==> src/source/polar_enc_pkg.sv <==
`default_nettype none

package polar_enc_pkg;

  // word geometry of the frame.
  localparam int cWORD_W = 8; // bits per frame word, one 8x8 kernel each.

  // largest frame is 2^5 words.
  localparam int cLOG_WORDS_MAX = 5;

  // width of the frame sequence counter.
  localparam int cFRAME_NUM_W = 16;

  // one frame word, bit k of word i is frame bit 8i+k.
  typedef logic [cWORD_W-1:0] word_dat_t;

  // word index inside a frame, sized for the largest frame.
  typedef logic [cLOG_WORDS_MAX-1:0] word_addr_t;

  // frame sequence number at the output.
  typedef logic [cFRAME_NUM_W-1:0] frame_num_t;

  // one word on an internal link.
  // strobe only, there is no back-pressure.
  typedef struct packed {
    logic      val; // word strobe.
    logic      sof; // word 0 of a frame.
    word_dat_t dat; // payload.
  } word_beat_t;

endpackage

`default_nettype wire
==> src/source/polar_enc_top.sv <==
`timescale 1ns/100ps
`default_nettype none

module polar_enc_top #(
  parameter int pLOG_WORDS = 3
) (
  iclk       ,
  ireset     ,
  iclkena    ,
  ival       ,
  isof       ,
  idat       ,
  ovalid     ,
  osof       ,
  oeof       ,
  odat       ,
  oframe_num ,
  oframe_err
);

  input  logic                      iclk       ;
  input  logic                      ireset     ;
  input  logic                      iclkena    ;
  input  logic                      ival       ;
  input  logic                      isof       ;
  input  polar_enc_pkg::word_dat_t  idat       ;
  output logic                      ovalid     ;
  output logic                      osof       ;
  output logic                      oeof       ;
  output polar_enc_pkg::word_dat_t  odat       ;
  output polar_enc_pkg::frame_num_t oframe_num ;
  output logic                      oframe_err ;

  // link g feeds stage g, the last link feeds the drainer.
  polar_enc_pkg::word_beat_t beat [pLOG_WORDS+1];

  // in-word kernel and framing.
  polar_kernel_enc #(
    .pLOG_WORDS ( pLOG_WORDS )
  ) u_kernel (
    .iclk       ( iclk       ),
    .ireset     ( ireset     ),
    .iclkena    ( iclkena    ),
    .ival       ( ival       ),
    .isof       ( isof       ),
    .idat       ( idat       ),
    .beat_out   ( beat[0]    ),
    .oframe_err ( oframe_err )
  );

  // word butterflies at distance 1, 2, 4 ...
  for (genvar g = 0; g < pLOG_WORDS; g++) begin : g_stage
    polar_word_stage #(
      .pLOG_WORDS ( pLOG_WORDS ),
      .pSTAGE     ( g          )
    ) u_stage (
      .iclk     ( iclk      ),
      .ireset   ( ireset    ),
      .iclkena  ( iclkena   ),
      .beat_in  ( beat[g]   ),
      .beat_out ( beat[g+1] )
    );
  end

  polar_frame_out #(
    .pLOG_WORDS ( pLOG_WORDS )
  ) u_frame_out (
    .iclk       ( iclk             ),
    .ireset     ( ireset           ),
    .iclkena    ( iclkena          ),
    .beat_in    ( beat[pLOG_WORDS] ),
    .ovalid     ( ovalid           ),
    .osof       ( osof             ),
    .oeof       ( oeof             ),
    .odat       ( odat             ),
    .oframe_num ( oframe_num       )
  );

endmodule

`default_nettype wire

==> src/source/polar_frame_out.sv <==
`timescale 1ns/100ps
`default_nettype none

module polar_frame_out #(
  parameter int pLOG_WORDS = 3
) (
  iclk       ,
  ireset     ,
  iclkena    ,
  beat_in    ,
  ovalid     ,
  osof       ,
  oeof       ,
  odat       ,
  oframe_num
);

  input  logic                      iclk       ;
  input  logic                      ireset     ;
  input  logic                      iclkena    ;
  input  polar_enc_pkg::word_beat_t beat_in    ;
  output logic                      ovalid     ;
  output logic                      osof       ;
  output logic                      oeof       ;
  output polar_enc_pkg::word_dat_t  odat       ;
  output polar_enc_pkg::frame_num_t oframe_num ;

  localparam int cWORDS = 2 ** pLOG_WORDS;
  localparam polar_enc_pkg::word_addr_t cLAST = polar_enc_pkg::word_addr_t'(cWORDS - 1);

  polar_enc_pkg::word_addr_t cnt; // words seen since sof.
  polar_enc_pkg::word_addr_t pos; // index of the incoming word.

  assign pos = beat_in.sof ? '0 : cnt;

  always_ff @(posedge iclk or posedge ireset) begin
    if (ireset) begin
      ovalid     <= 1'b0;
      osof       <= 1'b0;
      oeof       <= 1'b0;
      cnt        <= '0;
      oframe_num <= '0;
    end
    else if (iclkena) begin
      ovalid <= beat_in.val;
      osof   <= beat_in.val & beat_in.sof;
      oeof   <= beat_in.val & (pos == cLAST); // last word of the frame.
      if (beat_in.val) begin
        cnt <= (pos == cLAST) ? '0 : pos + 1'b1;
      end
      // number moves on once the eof word has gone out.
      if (oeof) begin
        oframe_num <= oframe_num + 1'b1;
      end
    end
  end

  always_ff @(posedge iclk) begin
    if (iclkena & beat_in.val) begin
      odat <= beat_in.dat;
    end
  end

endmodule

`default_nettype wire

==> src/source/polar_word_stage.sv <==
`timescale 1ns/100ps
`default_nettype none

module polar_word_stage #(
  parameter int pLOG_WORDS = 3,
  parameter int pSTAGE     = 0
) (
  iclk     ,
  ireset   ,
  iclkena  ,
  beat_in  ,
  beat_out
);

  input  logic                      iclk     ;
  input  logic                      ireset   ;
  input  logic                      iclkena  ;
  input  polar_enc_pkg::word_beat_t beat_in  ;
  output polar_enc_pkg::word_beat_t beat_out ;

  localparam int cWORDS = 2 ** pLOG_WORDS;
  localparam polar_enc_pkg::word_addr_t cLAST = polar_enc_pkg::word_addr_t'(cWORDS - 1);
  localparam polar_enc_pkg::word_addr_t cDIST = polar_enc_pkg::word_addr_t'(1 << pSTAGE);

  // ping-pong frame buffer.
  polar_enc_pkg::word_dat_t  mem [2][cWORDS];

  // write side.
  polar_enc_pkg::word_addr_t wr_idx;   // next write index.
  polar_enc_pkg::word_addr_t wr_ptr;   // index used in this cycle.
  logic                      wr_bank;  // bank being filled.
  logic                      wr_last;  // last word of a frame written.

  // read side.
  logic                      rd_act;   // bank readout in progress.
  polar_enc_pkg::word_addr_t rd_cnt;   // word j being produced.
  logic                      rd_bank;  // bank being drained.
  logic                      rd_last;
  logic [pLOG_WORDS-1:0]     lo_addr;  // word j.
  logic [pLOG_WORDS-1:0]     hi_addr;  // word j with bit s set.
  polar_enc_pkg::word_dat_t  lo_dat;
  polar_enc_pkg::word_dat_t  hi_dat;

  logic                      out_val;
  logic                      out_sof;
  polar_enc_pkg::word_dat_t  out_dat;

  assign wr_ptr  = beat_in.sof ? '0 : wr_idx; // sof mid-frame drops the partial frame.
  assign wr_last = beat_in.val & (wr_ptr == cLAST);

  always_ff @(posedge iclk) begin
    if (iclkena & beat_in.val) begin
      mem[wr_bank][wr_ptr[pLOG_WORDS-1:0]] <= beat_in.dat;
    end
  end

  always_ff @(posedge iclk or posedge ireset) begin
    if (ireset) begin
      wr_idx  <= '0;
      wr_bank <= 1'b0;
    end
    else if (iclkena) begin
      if (beat_in.val) begin
        if (wr_last) begin
          wr_idx  <= '0;
          wr_bank <= ~wr_bank; // full frame, swap banks.
        end
        else begin
          wr_idx  <= wr_ptr + 1'b1;
        end
      end
    end
  end

  // two read ports on the drained bank.
  assign lo_addr = rd_cnt[pLOG_WORDS-1:0];
  assign hi_addr = lo_addr | cDIST[pLOG_WORDS-1:0]; // equals lo_addr when bit s is set.
  assign lo_dat  = mem[rd_bank][lo_addr];
  assign hi_dat  = mem[rd_bank][hi_addr];
  assign rd_last = rd_act & (rd_cnt == cLAST);

  // readout starts the cycle after the last write.
  // a new frame may end just as the old one is drained.
  always_ff @(posedge iclk or posedge ireset) begin
    if (ireset) begin
      rd_act  <= 1'b0;
      rd_cnt  <= '0;
      rd_bank <= 1'b0;
      out_val <= 1'b0;
      out_sof <= 1'b0;
    end
    else if (iclkena) begin
      if (wr_last) begin
        rd_act  <= 1'b1;
        rd_cnt  <= '0;
        rd_bank <= wr_bank; // drain the bank just filled.
      end
      else if (rd_last) begin
        rd_act  <= 1'b0;
      end
      else if (rd_act) begin
        rd_cnt  <= rd_cnt + 1'b1;
      end
      out_val <= rd_act;
      out_sof <= rd_act & (rd_cnt == '0);
    end
  end

  // butterfly, low word of the pair takes the xor.
  always_ff @(posedge iclk) begin
    if (iclkena & rd_act) begin
      out_dat <= lo_addr[pSTAGE] ? lo_dat : (lo_dat ^ hi_dat);
    end
  end

  assign beat_out = '{val: out_val, sof: out_sof, dat: out_dat};

endmodule

`default_nettype wire

==> src/source/polar_kernel_enc.sv <==
`timescale 1ns/100ps
`default_nettype none

module polar_kernel_enc #(
  parameter int pLOG_WORDS = 3
) (
  iclk       ,
  ireset     ,
  iclkena    ,
  ival       ,
  isof       ,
  idat       ,
  beat_out   ,
  oframe_err
);

  input  logic                      iclk       ;
  input  logic                      ireset     ;
  input  logic                      iclkena    ;
  input  logic                      ival       ;
  input  logic                      isof       ;
  input  polar_enc_pkg::word_dat_t  idat       ;
  output polar_enc_pkg::word_beat_t beat_out   ;
  output logic                      oframe_err ;

  localparam int cWORDS = 2 ** pLOG_WORDS;
  localparam polar_enc_pkg::word_addr_t cLAST = polar_enc_pkg::word_addr_t'(cWORDS - 1);

  polar_enc_pkg::word_addr_t cnt;     // index of the next expected word.
  polar_enc_pkg::word_addr_t pos;     // index of the word in this cycle.
  logic                      out_val;
  logic                      out_sof;
  polar_enc_pkg::word_dat_t  out_dat;

  // in-word polar transform u*F^(x3) in three butterfly levels.
  // low bit of each pair takes the xor and the high bit passes.
  function automatic polar_enc_pkg::word_dat_t kernel_enc(input polar_enc_pkg::word_dat_t u);
    polar_enc_pkg::word_dat_t x;
    x = u;
    for (int d = 1; d < polar_enc_pkg::cWORD_W; d = d * 2) begin
      for (int k = 0; k < polar_enc_pkg::cWORD_W; k++) begin
        if ((k & d) == 0) begin
          x[k] = x[k] ^ x[k + d]; // pair distance d inside the word.
        end
      end
    end
    return x;
  endfunction

  assign pos = isof ? '0 : cnt; // sof always realigns to word 0.

  // framing control.
  always_ff @(posedge iclk or posedge ireset) begin
    if (ireset) begin
      cnt        <= '0;
      out_val    <= 1'b0;
      out_sof    <= 1'b0;
      oframe_err <= 1'b0;
    end
    else if (iclkena) begin
      out_val    <= 1'b0;
      out_sof    <= 1'b0;
      oframe_err <= 1'b0;
      if (ival) begin
        if (!isof && cnt == '0) begin
          oframe_err <= 1'b1;                  // stray word is dropped.
        end
        else begin
          out_val    <= 1'b1;
          out_sof    <= isof;
          oframe_err <= isof & (cnt != '0);    // frame cut short.
          cnt        <= (pos == cLAST) ? '0 : pos + 1'b1;
        end
      end
    end
  end

  // encoded payload word.
  always_ff @(posedge iclk) begin
    if (iclkena & ival) begin
      out_dat <= kernel_enc(idat);
    end
  end

  assign beat_out = '{val: out_val, sof: out_sof, dat: out_dat};

endmodule

`default_nettype wire

==> config.mk <==
export PLATFORM = sky130hd
export DESIGN_NAME = polar_enc_top
export DESIGN_NICKNAME = d
export VERILOG_FILES = /design/src/source/polar_enc_pkg.sv /design/src/source/polar_enc_top.sv /design/src/source/polar_frame_out.sv /design/src/source/polar_word_stage.sv /design/src/source/polar_kernel_enc.sv
export SDC_FILE = /design/constraint.sdc
export NUM_CORES = 1
export LEC_CHECK = 0
export ABC_AREA = 1
export BUFFER_PORTS_ARGS = -buffer_cell sky130_fd_sc_hd__buf_4
export CAP_MARGIN = 30
export CORE_UTILIZATION = 55
export DETAILED_ROUTE_END_ITERATION = 10
export PLACE_DENSITY = 0.78
export SLEW_MARGIN = 40
export SYNTH_ARGS = -nofsm -noshare
export SYNTH_HDL_FRONTEND = slang
export SYNTH_SLANG_ARGS = --single-unit
==> constraint.sdc <==
create_clock -name iclk -period 4.83 [get_ports iclk]
set_clock_uncertainty 0.05 [all_clocks]
set_input_delay 0.966 -clock iclk [delete_from_list [all_inputs] [get_ports iclk]]
set_output_delay 0.966 -clock iclk [all_outputs]
set_load 0.02 [all_outputs]
# Word-level counts from Yosys, hierarchy flattened

Memory sizes are Yosys's and may differ from the RTL's.
Index checks and enable logic that the tools add are counted.
Widths: inputs -> output; s select.

Bits of input ports: 13
Logic and storage cells: 224
Memory bits (read-only): 0
Bits in latches: 0
Bits in registers: 117
RAM bits: 384
Memories: 3
Output and inout port bits: 28

Memories:

| memory                 | depth | bits a word | read ports | clocked after Yosys merged registers in | wr ports | line                   | source |
|---|---|---|---|---|---|---|---|
| g_stage[0].u_stage.mem | 2     | 64          | 1          | 0                                       | 1        | polar_word_stage.sv:26 | `polar_enc_pkg::word_dat_t mem [2][cWORDS];` |
| g_stage[1].u_stage.mem | 2     | 64          | 1          | 0                                       | 1        | polar_word_stage.sv:26 |  |
| g_stage[2].u_stage.mem | 2     | 64          | 1          | 0                                       | 1        | polar_word_stage.sv:26 |  |

Reductions and logical operators: 34
Add/subtract/negate cells: 9
Bitwise gates (word level): 48
Mux-type cells: 72
$mul: 0
$lt $le $gt $ge: 12
Equal/unequal tests: 11
Divide/modulo/power cells: 0
Shift operators: 0

Operator list:

| kind                  | count |
|---|---|
| $mux 64               | 3 |
| $bmux 8 s3            | 6 |
| $mux 8                | 18 |
| $mux 5                | 19 |
| $demux 8 s3           | 3 |
| $add 5x1->5 const B   | 8 |
| $eq 5x3->1 const B    | 8 |
| $ge 4x4->1 const B    | 9 |
| $not 3->4             | 9 |
| $xor 8x8->8           | 3 |
| $mux 1                | 23 |
| $reduce_and 2->1      | 11 |
| $reduce_and 3->1      | 7 |
| $and 1x1->1           | 20 |
| $logic_not 5->1       | 4 |
| $add 16x1->16 const B | 1 |
| $lt 4x1->1 const B    | 3 |
| $reduce_bool 2->1     | 6 |
| $xor 1x1->1           | 12 |
| $ne 2x1->1 const B    | 3 |
| $reduce_bool 5->1     | 1 |
| $logic_and 1x1->1     | 4 |
| $not 1->1             | 4 |
| $logic_not 1->1       | 1 |

# Depth between registers and ports, before layout

Gate-level depths: netlist of the first run.

Depth in word-level cells: 7
Depth in mapped cells: 11
Gate-level depth less buffers: 9

# Modules after synthesis

Synthesis of the first run repeated with hierarchy kept, for this count alone.

Cells, all modules: 2,184
Area, all modules: 22,196.3 um2

Modules (own cells, without submodules):

| module                                | cells each | sequential area each (um2) | times used | area each (um2) |
|---|---|---|---|---|
| polar_word_stage (g_stage[1].u_stage) | 655        | 4,459.3                    | 1          | 6,662.6 |
| polar_word_stage (g_stage[0].u_stage) | 649        | 4,459.3                    | 1          | 6,617.6 |
| polar_word_stage (g_stage[2].u_stage) | 615        | 4,459.3                    | 1          | 6,545.0 |
| polar_frame_out                       | 148        | 840.8                      | 1          | 1,456.4 |
| polar_kernel_enc                      | 117        | 440.4                      | 1          | 914.6 |

# Worst setup path after synthesis of the first run

Ideal clock, no wire load.

Kind: input to register
Start point: in iclkena
End point: mem g_stage[2].u_stage.mem[0][10] in the netlist's numbering, enable pin
Data arrival time: 2.139 ns
Path slack: 2.258 ns
Buffers on the path: 1
Setup time: 0.383 ns
Cell stages on the path: 5
Data required time: 4.397 ns
Cells stage by stage: buf_4 -> nand2_1 -> nor2_1 -> inv_1 -> nor3_1

Cells in the longest elaborated chain, start to end: 3

RTL lines:

| element                       | line                   | source |
|---|---|---|
| start, declared               | polar_enc_top.sv:23    | `input logic iclkena ;` |
| $and 1x1->1                   | polar_word_stage.sv:52 | `if (iclkena & beat_in.val) begin` |
| $mux 1                        | polar_word_stage.sv:52 |  |
| $mux 64 (not written as such) | polar_word_stage.sv:53 | `mem[wr_bank][wr_ptr[pLOG_WORDS-1:0]] <= beat_in.dat;` |
| end, declared                 | polar_word_stage.sv:26 |  |

No other way between the ends.

# Final worst setup path of the first run

Start point: in iclkena
End point: mem g_stage[0].u_stage.mem[1][37] in the netlist's numbering, enable pin

Cells in the longest elaborated chain, start to end: 3

RTL lines:

| element                       | line |
|---|---|
| $and 1x1->1                   | polar_word_stage.sv:52 |
| $mux 1                        | polar_word_stage.sv:52 |
| $mux 64 (not written as such) | polar_word_stage.sv:53 |
| end, declared                 | polar_word_stage.sv:26 |

No other way between the ends.

==> results of run 1 <==
layer usage:
metal / wire, um / vias up
met5: 57 / -
met4: 1710 / 2
li1: - / 6798
met3: 3250 / 118
met2: 22300 / 613
met1: 18300 / 6850
metrics by stage:
step,utilization,area (sq um),hold slack (ps)
global route,0.624,23700,383
detailed placement,0.581,22000,355
CTS,0.624,23700,369
floorplan,-,21300,350
finish,0.624,23700,367
global placement,0.579,22000,353
state kept, by name, summed over array words and instances (netlist names):
name,cells
u_kernel.oframe_err,1
g_stage.u_stage.out_val,3
u_kernel.cnt,5
g_stage.u_stage.out_sof,3
u_kernel.out_val,1
u_frame_out.odat,8
u_frame_out.oeof,1
u_kernel.out_dat,8
g_stage.u_stage.wr_bank,3
u_kernel.out_sof,1
g_stage.u_stage.rd_cnt,15
u_frame_out.cnt,5
g_stage.u_stage.rd_bank,3
g_stage.u_stage.mem,384
g_stage.u_stage.out_dat,24
g_stage.u_stage.rd_act,3
u_frame_out.ovalid,1
g_stage.u_stage.wr_idx,15
u_frame_out.osof,1
u_frame_out.oframe_num,16
synthesized netlist by cell type, types with 13 or more instances:
cell	n	area (sq um)
o22ai_1	13	81.3
nand3_1	187	936
nand2_1	415	1560
ha_1	13	163
inv_2	13	48.8
inv_1	150	563
xnor2_1	16	140
xor2_1	19	166
clkbuf_1	33	124
dfrtp_1	77	1930
nor3_1	37	185
nor2_1	340	1280
o21ai_0	165	826
edfxtp_1	424	12700
buf_2	43	215
final timing paths:
| path | startpoint | endpoint | depth (start not counted) |
|---|---|---|---|
| worst max-delay path | iclkena | g_stage[0].u_stage.mem[1][37] | 5 |
| worst min-delay path | g_stage[2].u_stage.out_dat[2] | u_frame_out.odat[2] | 0 |
| worst max register to register | g_stage[2].u_stage.rd_cnt[1] | g_stage[2].u_stage.out_dat[5] | 5 |
| worst min register to register | g_stage[2].u_stage.out_dat[2] | u_frame_out.odat[2] | 0 |
| max in group asynchronous | ireset | g_stage[1].u_stage.rd_bank | 3 |
| min in group asynchronous | ireset | u_kernel.cnt[0] | 2 |
cell families after synthesis:
group                    after synthesis  share of synthesized area
AO/OA/AOI/OAI                        209                     0.0516
XOR/XNOR                              35                     0.0144
adder cells (fa/ha/maj)               13                    0.00763
buffers and inverters                246                     0.0463
flip-flops                           501                      0.687
AND/OR/NAND/NOR                      998                      0.193
final cells by class:
| cell class | instances | area share |
|---|---|---|
| Clock inverter | 31 | 0.0156 |
| Sequential cell | 501 | 0.619 |
| Inverter | 165 | 0.0264 |
| Tap cell | 511 | 0.0270 |
| Multi-Input combinational cell | 1255 | 0.242 |
| Timing Repair Buffer | 48 | 0.0152 |
| Clock buffer | 60 | 0.0544 |
power by group:
group          internal, uW  switching, uW
Clock                  2330           1590
Sequential             5410            584
Combinational          1120           2740
Total                  8870           4910
==> results.yml, run 1 <==
status:
  status: "complete, no violations"
worst_setup_path:
  cp.arrival_ps: 2860
  reg2reg_slack_ps: 2230
  critical-path-top-delay-family: "simple AND/OR/NAND/NOR gates"
  critPathRequiredTime_ps: 4990
  path_common_cell: "nand2_1"
  slowest_stage: "nor3_1"
  cp_slowest_stage_delay_ps: 740
  cp-start-kind: "input port"
  worstSetupPathType: "in -> reg"
  path_max_fanout: 15
  path_cells: "buf_4, nand2_1, nor3_1, nand2_1, nor2_1"
  worst-path-buf-inv: 1
  crit_path_end_kind: "register"
placement:
  place_congestion: 0.866
  post-place-ws_ps: 1640
  dpl.cell_count: 2480
  dp_hpwl_um: 28500
  numPortBuffers: 40
timing:
  setup_tns_ps: 0
  relSlewSlack: 0.411
  setup_ws_ps: 2130
  fmax_mhz: 370
  setup-violations-final: 0
  slew_viol_final: 0
  period_needed_ps: 2700
  post-route-period-util: 0.559
  tightestPinTransition_ps: 877
  hold_viol_final: 0
  rsz0062_at_grt: "false"
power_and_ir_drop:
  max-vdd-ir-drop_mv: 0.374
  powerDensity_mw_per_mm2: 582
  finalPower_uw: 13800
  p_leak_uw: 0.00924
layout:
  area_growth_pct: 11.0
  multi_input_area_sq_mm: 0.00574
  mostFrequentLayoutCell: "edfxtp_1"
  regArea_sq_mm: 0.0147
  stdcell_count: 2571
  drive_gt1_frac: 0.0791
  fillers: 2836
  diodes: 0
  final_cell_mix: "edfxtp_1, nand2_1, nor2_1"
  nets: 2046
clock_tree:
  cts_tree: "done"
  cts_made_buffers: 49
  hold_buffers: 0
  clk_latency_ps: 590
  post_cts_buffers: 0
  path_clk_slew_ps: 60
  ctsResizeCount: 0
  cts_root_buf: "clkbuf_16"
  cts_htree_levels: 2
  clock-sinks: 501
  cts_buffer_depth: 3
grt:
  grt-ovfl-total: 0
  grt_use_total: 0.236
  gr-usage-met2: 0.392
  antenna_found_initial: 0
  grt_pass1_wl_um: 71300
  grt.busiest_layer: "met2"
  grtUsageMet1: 0.302
  grt_pass1_vias: 13900
  grt_start_max_net_pins: 66
  met3_usage: 0.0420
detailed_routing:
  viasPerCell: 5.59
  drc: 0
  drtIter0Drc: 1345
  drt-total-wl_um: 45600
  avgRoutedWirePerCell_um: 17.7
  vias: 14400
  first_pass_iters: 7
  ant_nets: 0
floorplan:
  core-area_sq_mm: 0.0379
  io_pins: 41
  die_y_um: 199
  start_util: 0.562
  rows: 71
  fp.dieW_um: 199
  die-area_sq_mm: 0.0396
synth:
  syn_inst: 2002
  syn-num-nets: 2028
  ys_ff_latch: 501
  yosysUniqueCellTypes: 32
  yosysSeqAreaShare: 0.687
  netlist_area_sq_mm: 0.0213
  synth-main-ff-cell: "edfxtp_1"
  synth_edf_count: 424
  async_flop_share: 0.154
  yosysWarnings: 0
  syn_avg_cell_area_sq_um: 10.7
job:
  maxCapViolCount: 0
hold_path:
  hold_class: "reg -> reg"
Power figures use the tool's default switching activity.
==> run 2: changes to the inputs <==
- ABC_AREA: 1 -> 0
- PLACE_DENSITY: 0.78 -> 0.81
- clock period: 4.83 -> 2.2 ns (I/O delays scaled with it)
==> run 2 against run 1 <==
  * Via count fell by 22%
  * First-iteration DRC count fell by 28%
  * Highest routed layer is now met4
  * Non-clock buffer count rose by 94
  * Die area fell by 3.9%
  * Area after synthesis fell by 3.9%
  * Largest power group unchanged
==> results.yml, run 2 <==
power_and_ir_drop:
  powerDensity_mw_per_mm2: 861
  max-vdd-ir-drop_mv: 1.03
  p_leak_uw: 0.00821
worst_setup_path:
  cp.arrival_ps: 2400
  cp-start-kind: "register"
  path_max_fanout: 15
  crit_path_end_kind: "register"
  worstSetupPathType: "reg -> reg"
  critPathRequiredTime_ps: 2450
synth:
  synth-main-ff-cell: "edfxtp_1"
  synth.most_common_cell: "edfxtp_1"
  syn_avg_cell_area_sq_um: 17.0
  ys_ff_latch: 501
  yosysSeqAreaShare: 0.715
  synth_top_area_share: 0.621
  synth_edf_count: 424
  syn-num-nets: 1234
  syn_inst: 1208
  async_flop_share: 0.154
  yosysWarnings: 0
  yosysUniqueCellTypes: 58
  yosys-top-cells-count: "edfxtp_1, dfrtp_1, mux4_2"
  netlist_area_sq_mm: 0.0205
  yosys.area.top_type: "edfxtp_1"
  synthTopCellsByArea: "edfxtp_1, dfrtp_1, mux4_2"
floorplan:
  rows: 70
  die-area_sq_mm: 0.0380
  start_util: 0.560
  io_pins: 41
  die_y_um: 195
  core-area_sq_mm: 0.0366
  fp.dieW_um: 195
clock_tree:
  path_clk_slew_ps: 60
  cts_made_buffers: 48
  clk_latency_ps: 560
  cts_root_buf: "clkbuf_16"
  cts_htree_levels: 2
  clock-sinks: 501
  cts_buffer_depth: 3
  cts_tree: "done"
timing:
  relSlewSlack: 0.554
  setup-violations-final: 0
  fmax_mhz: 464
  rsz0062_at_grt: "false"
  slew_viol_final: 0
  setup_ws_ps: 46.1
  whs_ps: 52.3
  period_needed_ps: 2150
  post-route-period-util: 0.979
  tightestPinTransition_ps: 669
  hold_viol_final: 0
detailed_routing:
  wl_met1_um: 16100
  drc: 0
  dr.max_layer_used: "met4"
  viasPerCell: 6.08
  first_pass_iters: 6
  drtIter0Drc: 970
  avgRoutedWirePerCell_um: 22.6
  wl_met2_um: 21300
  ant_nets: 0
  vias: 11200
  wl_met3_um: 2640
  drt-total-wl_um: 41800
layout:
  area_growth_pct: 15.3
  drive_gt1_frac: 0.243
  nets: 1370
  largest_reg_flops: 384
  final_cell_mix: "edfxtp_1, buf_4, mux4_2"
  diodes: 0
  mostFrequentLayoutCell: "edfxtp_1"
placement:
  numPortBuffers: 40
  place_congestion: 0.918
  dp_hpwl_um: 26700
  post-place-ws_ps: -32.4
job:
  maxCapViolCount: 0
grt:
  grt-ovfl-total: 0
  grt_start_max_net_pins: 78
  grt_use_total: 0.226
  grt_pass1_wl_um: 65100
  grt_pass1_vias: 11600
  antenna_found_initial: 0
hold_path:
  hold_class: "in -> reg"
status:
  status: "complete, no violations"
-- run 2: timing repair --
item | in CTS | in global routing
endpoints found under the hold margin | 77 | 0
hold buffers | 1 | 0
buffers inserted | 1 | 4
gates resized for setup | 1 | 3
endpoints found under the setup margin | 3 | 4
-- run 2: worst paths after layout --
path                                                from                       endpoint  slack [ps]  depth (start not counted)
max in group asynchronous                         ireset     g_stage[1].u_stage.rd_bank        1250                          4
min in group asynchronous                         ireset   g_stage[0].u_stage.wr_idx[0]         520                          4
max reg2reg                   g_stage[1].u_stage.rd_bank  g_stage[1].u_stage.out_dat[2]          50                          5
min reg2reg                g_stage[2].u_stage.out_dat[5]            u_frame_out.odat[5]         370                          0
max                           g_stage[1].u_stage.rd_bank  g_stage[1].u_stage.out_dat[2]          50                          5
min                                              idat[7]            u_kernel.out_dat[7]          50                          1
-- run 2: where the power goes --
part / switching (uW) / internal (uW) / total [uW]
Sequential: 292 / 10500 / 10800
Combinational: 640 / 503 / 1140
Clock: 3420 / 4930 / 8350
-- run 2: critical path: stages, from the launching register on --
cell	delay, ps
dfrtp_2	450
buf_12	190
mux4_2	560
mux2_2	310
a221oi_1	250
a21oi_1	70
-- run 2: cells by family after synthesis --
kind of cell	synth area share
adder cells (fa/ha/maj)	0.00794
flip-flops	0.715
buffers and inverters	0.0209
multiplexers	0.113
XOR/XNOR	0.0205
AND/OR/NAND/NOR	0.0656
AO/OA/AOI/OAI	0.0572
-- run 2: layout make-up --
| class | instances | area (sq um) |
|---|---|---|
| clock inverters | 24 | 254 |
| clock buffers | 63 | 1360 |
| flip-flops and latches | 501 | 14700 |
| inverters | 33 | 128 |
| fillers | 2414 | 13000 |
| repair buffers | 142 | 1170 |
| well taps | 468 | 586 |
| multi-input cells | 618 | 5470 |
-- run 2: metal layers --
metal  vias up  global-route usage
met1      5669               0.283
li1       5034                   -
met2       405               0.385
met3       141              0.0411
met4         0               0.105
met5         -                   0
-- run 2: metrics by stage --
step	TNS (ps)	power (uW)	instances	instance area [sq um]	utilization
2_1_floorplan	-4090	11700	1208	20500	-
3_3_place_gp	0	12100	1756	21900	0.599
3_5_place_dp	-32.4	12100	1756	21900	0.599
4_1_cts	0	20400	1845	23600	0.644
5_1_grt	0	21000	1849	23600	0.645
6_report	0	20300	1849	23600	0.645
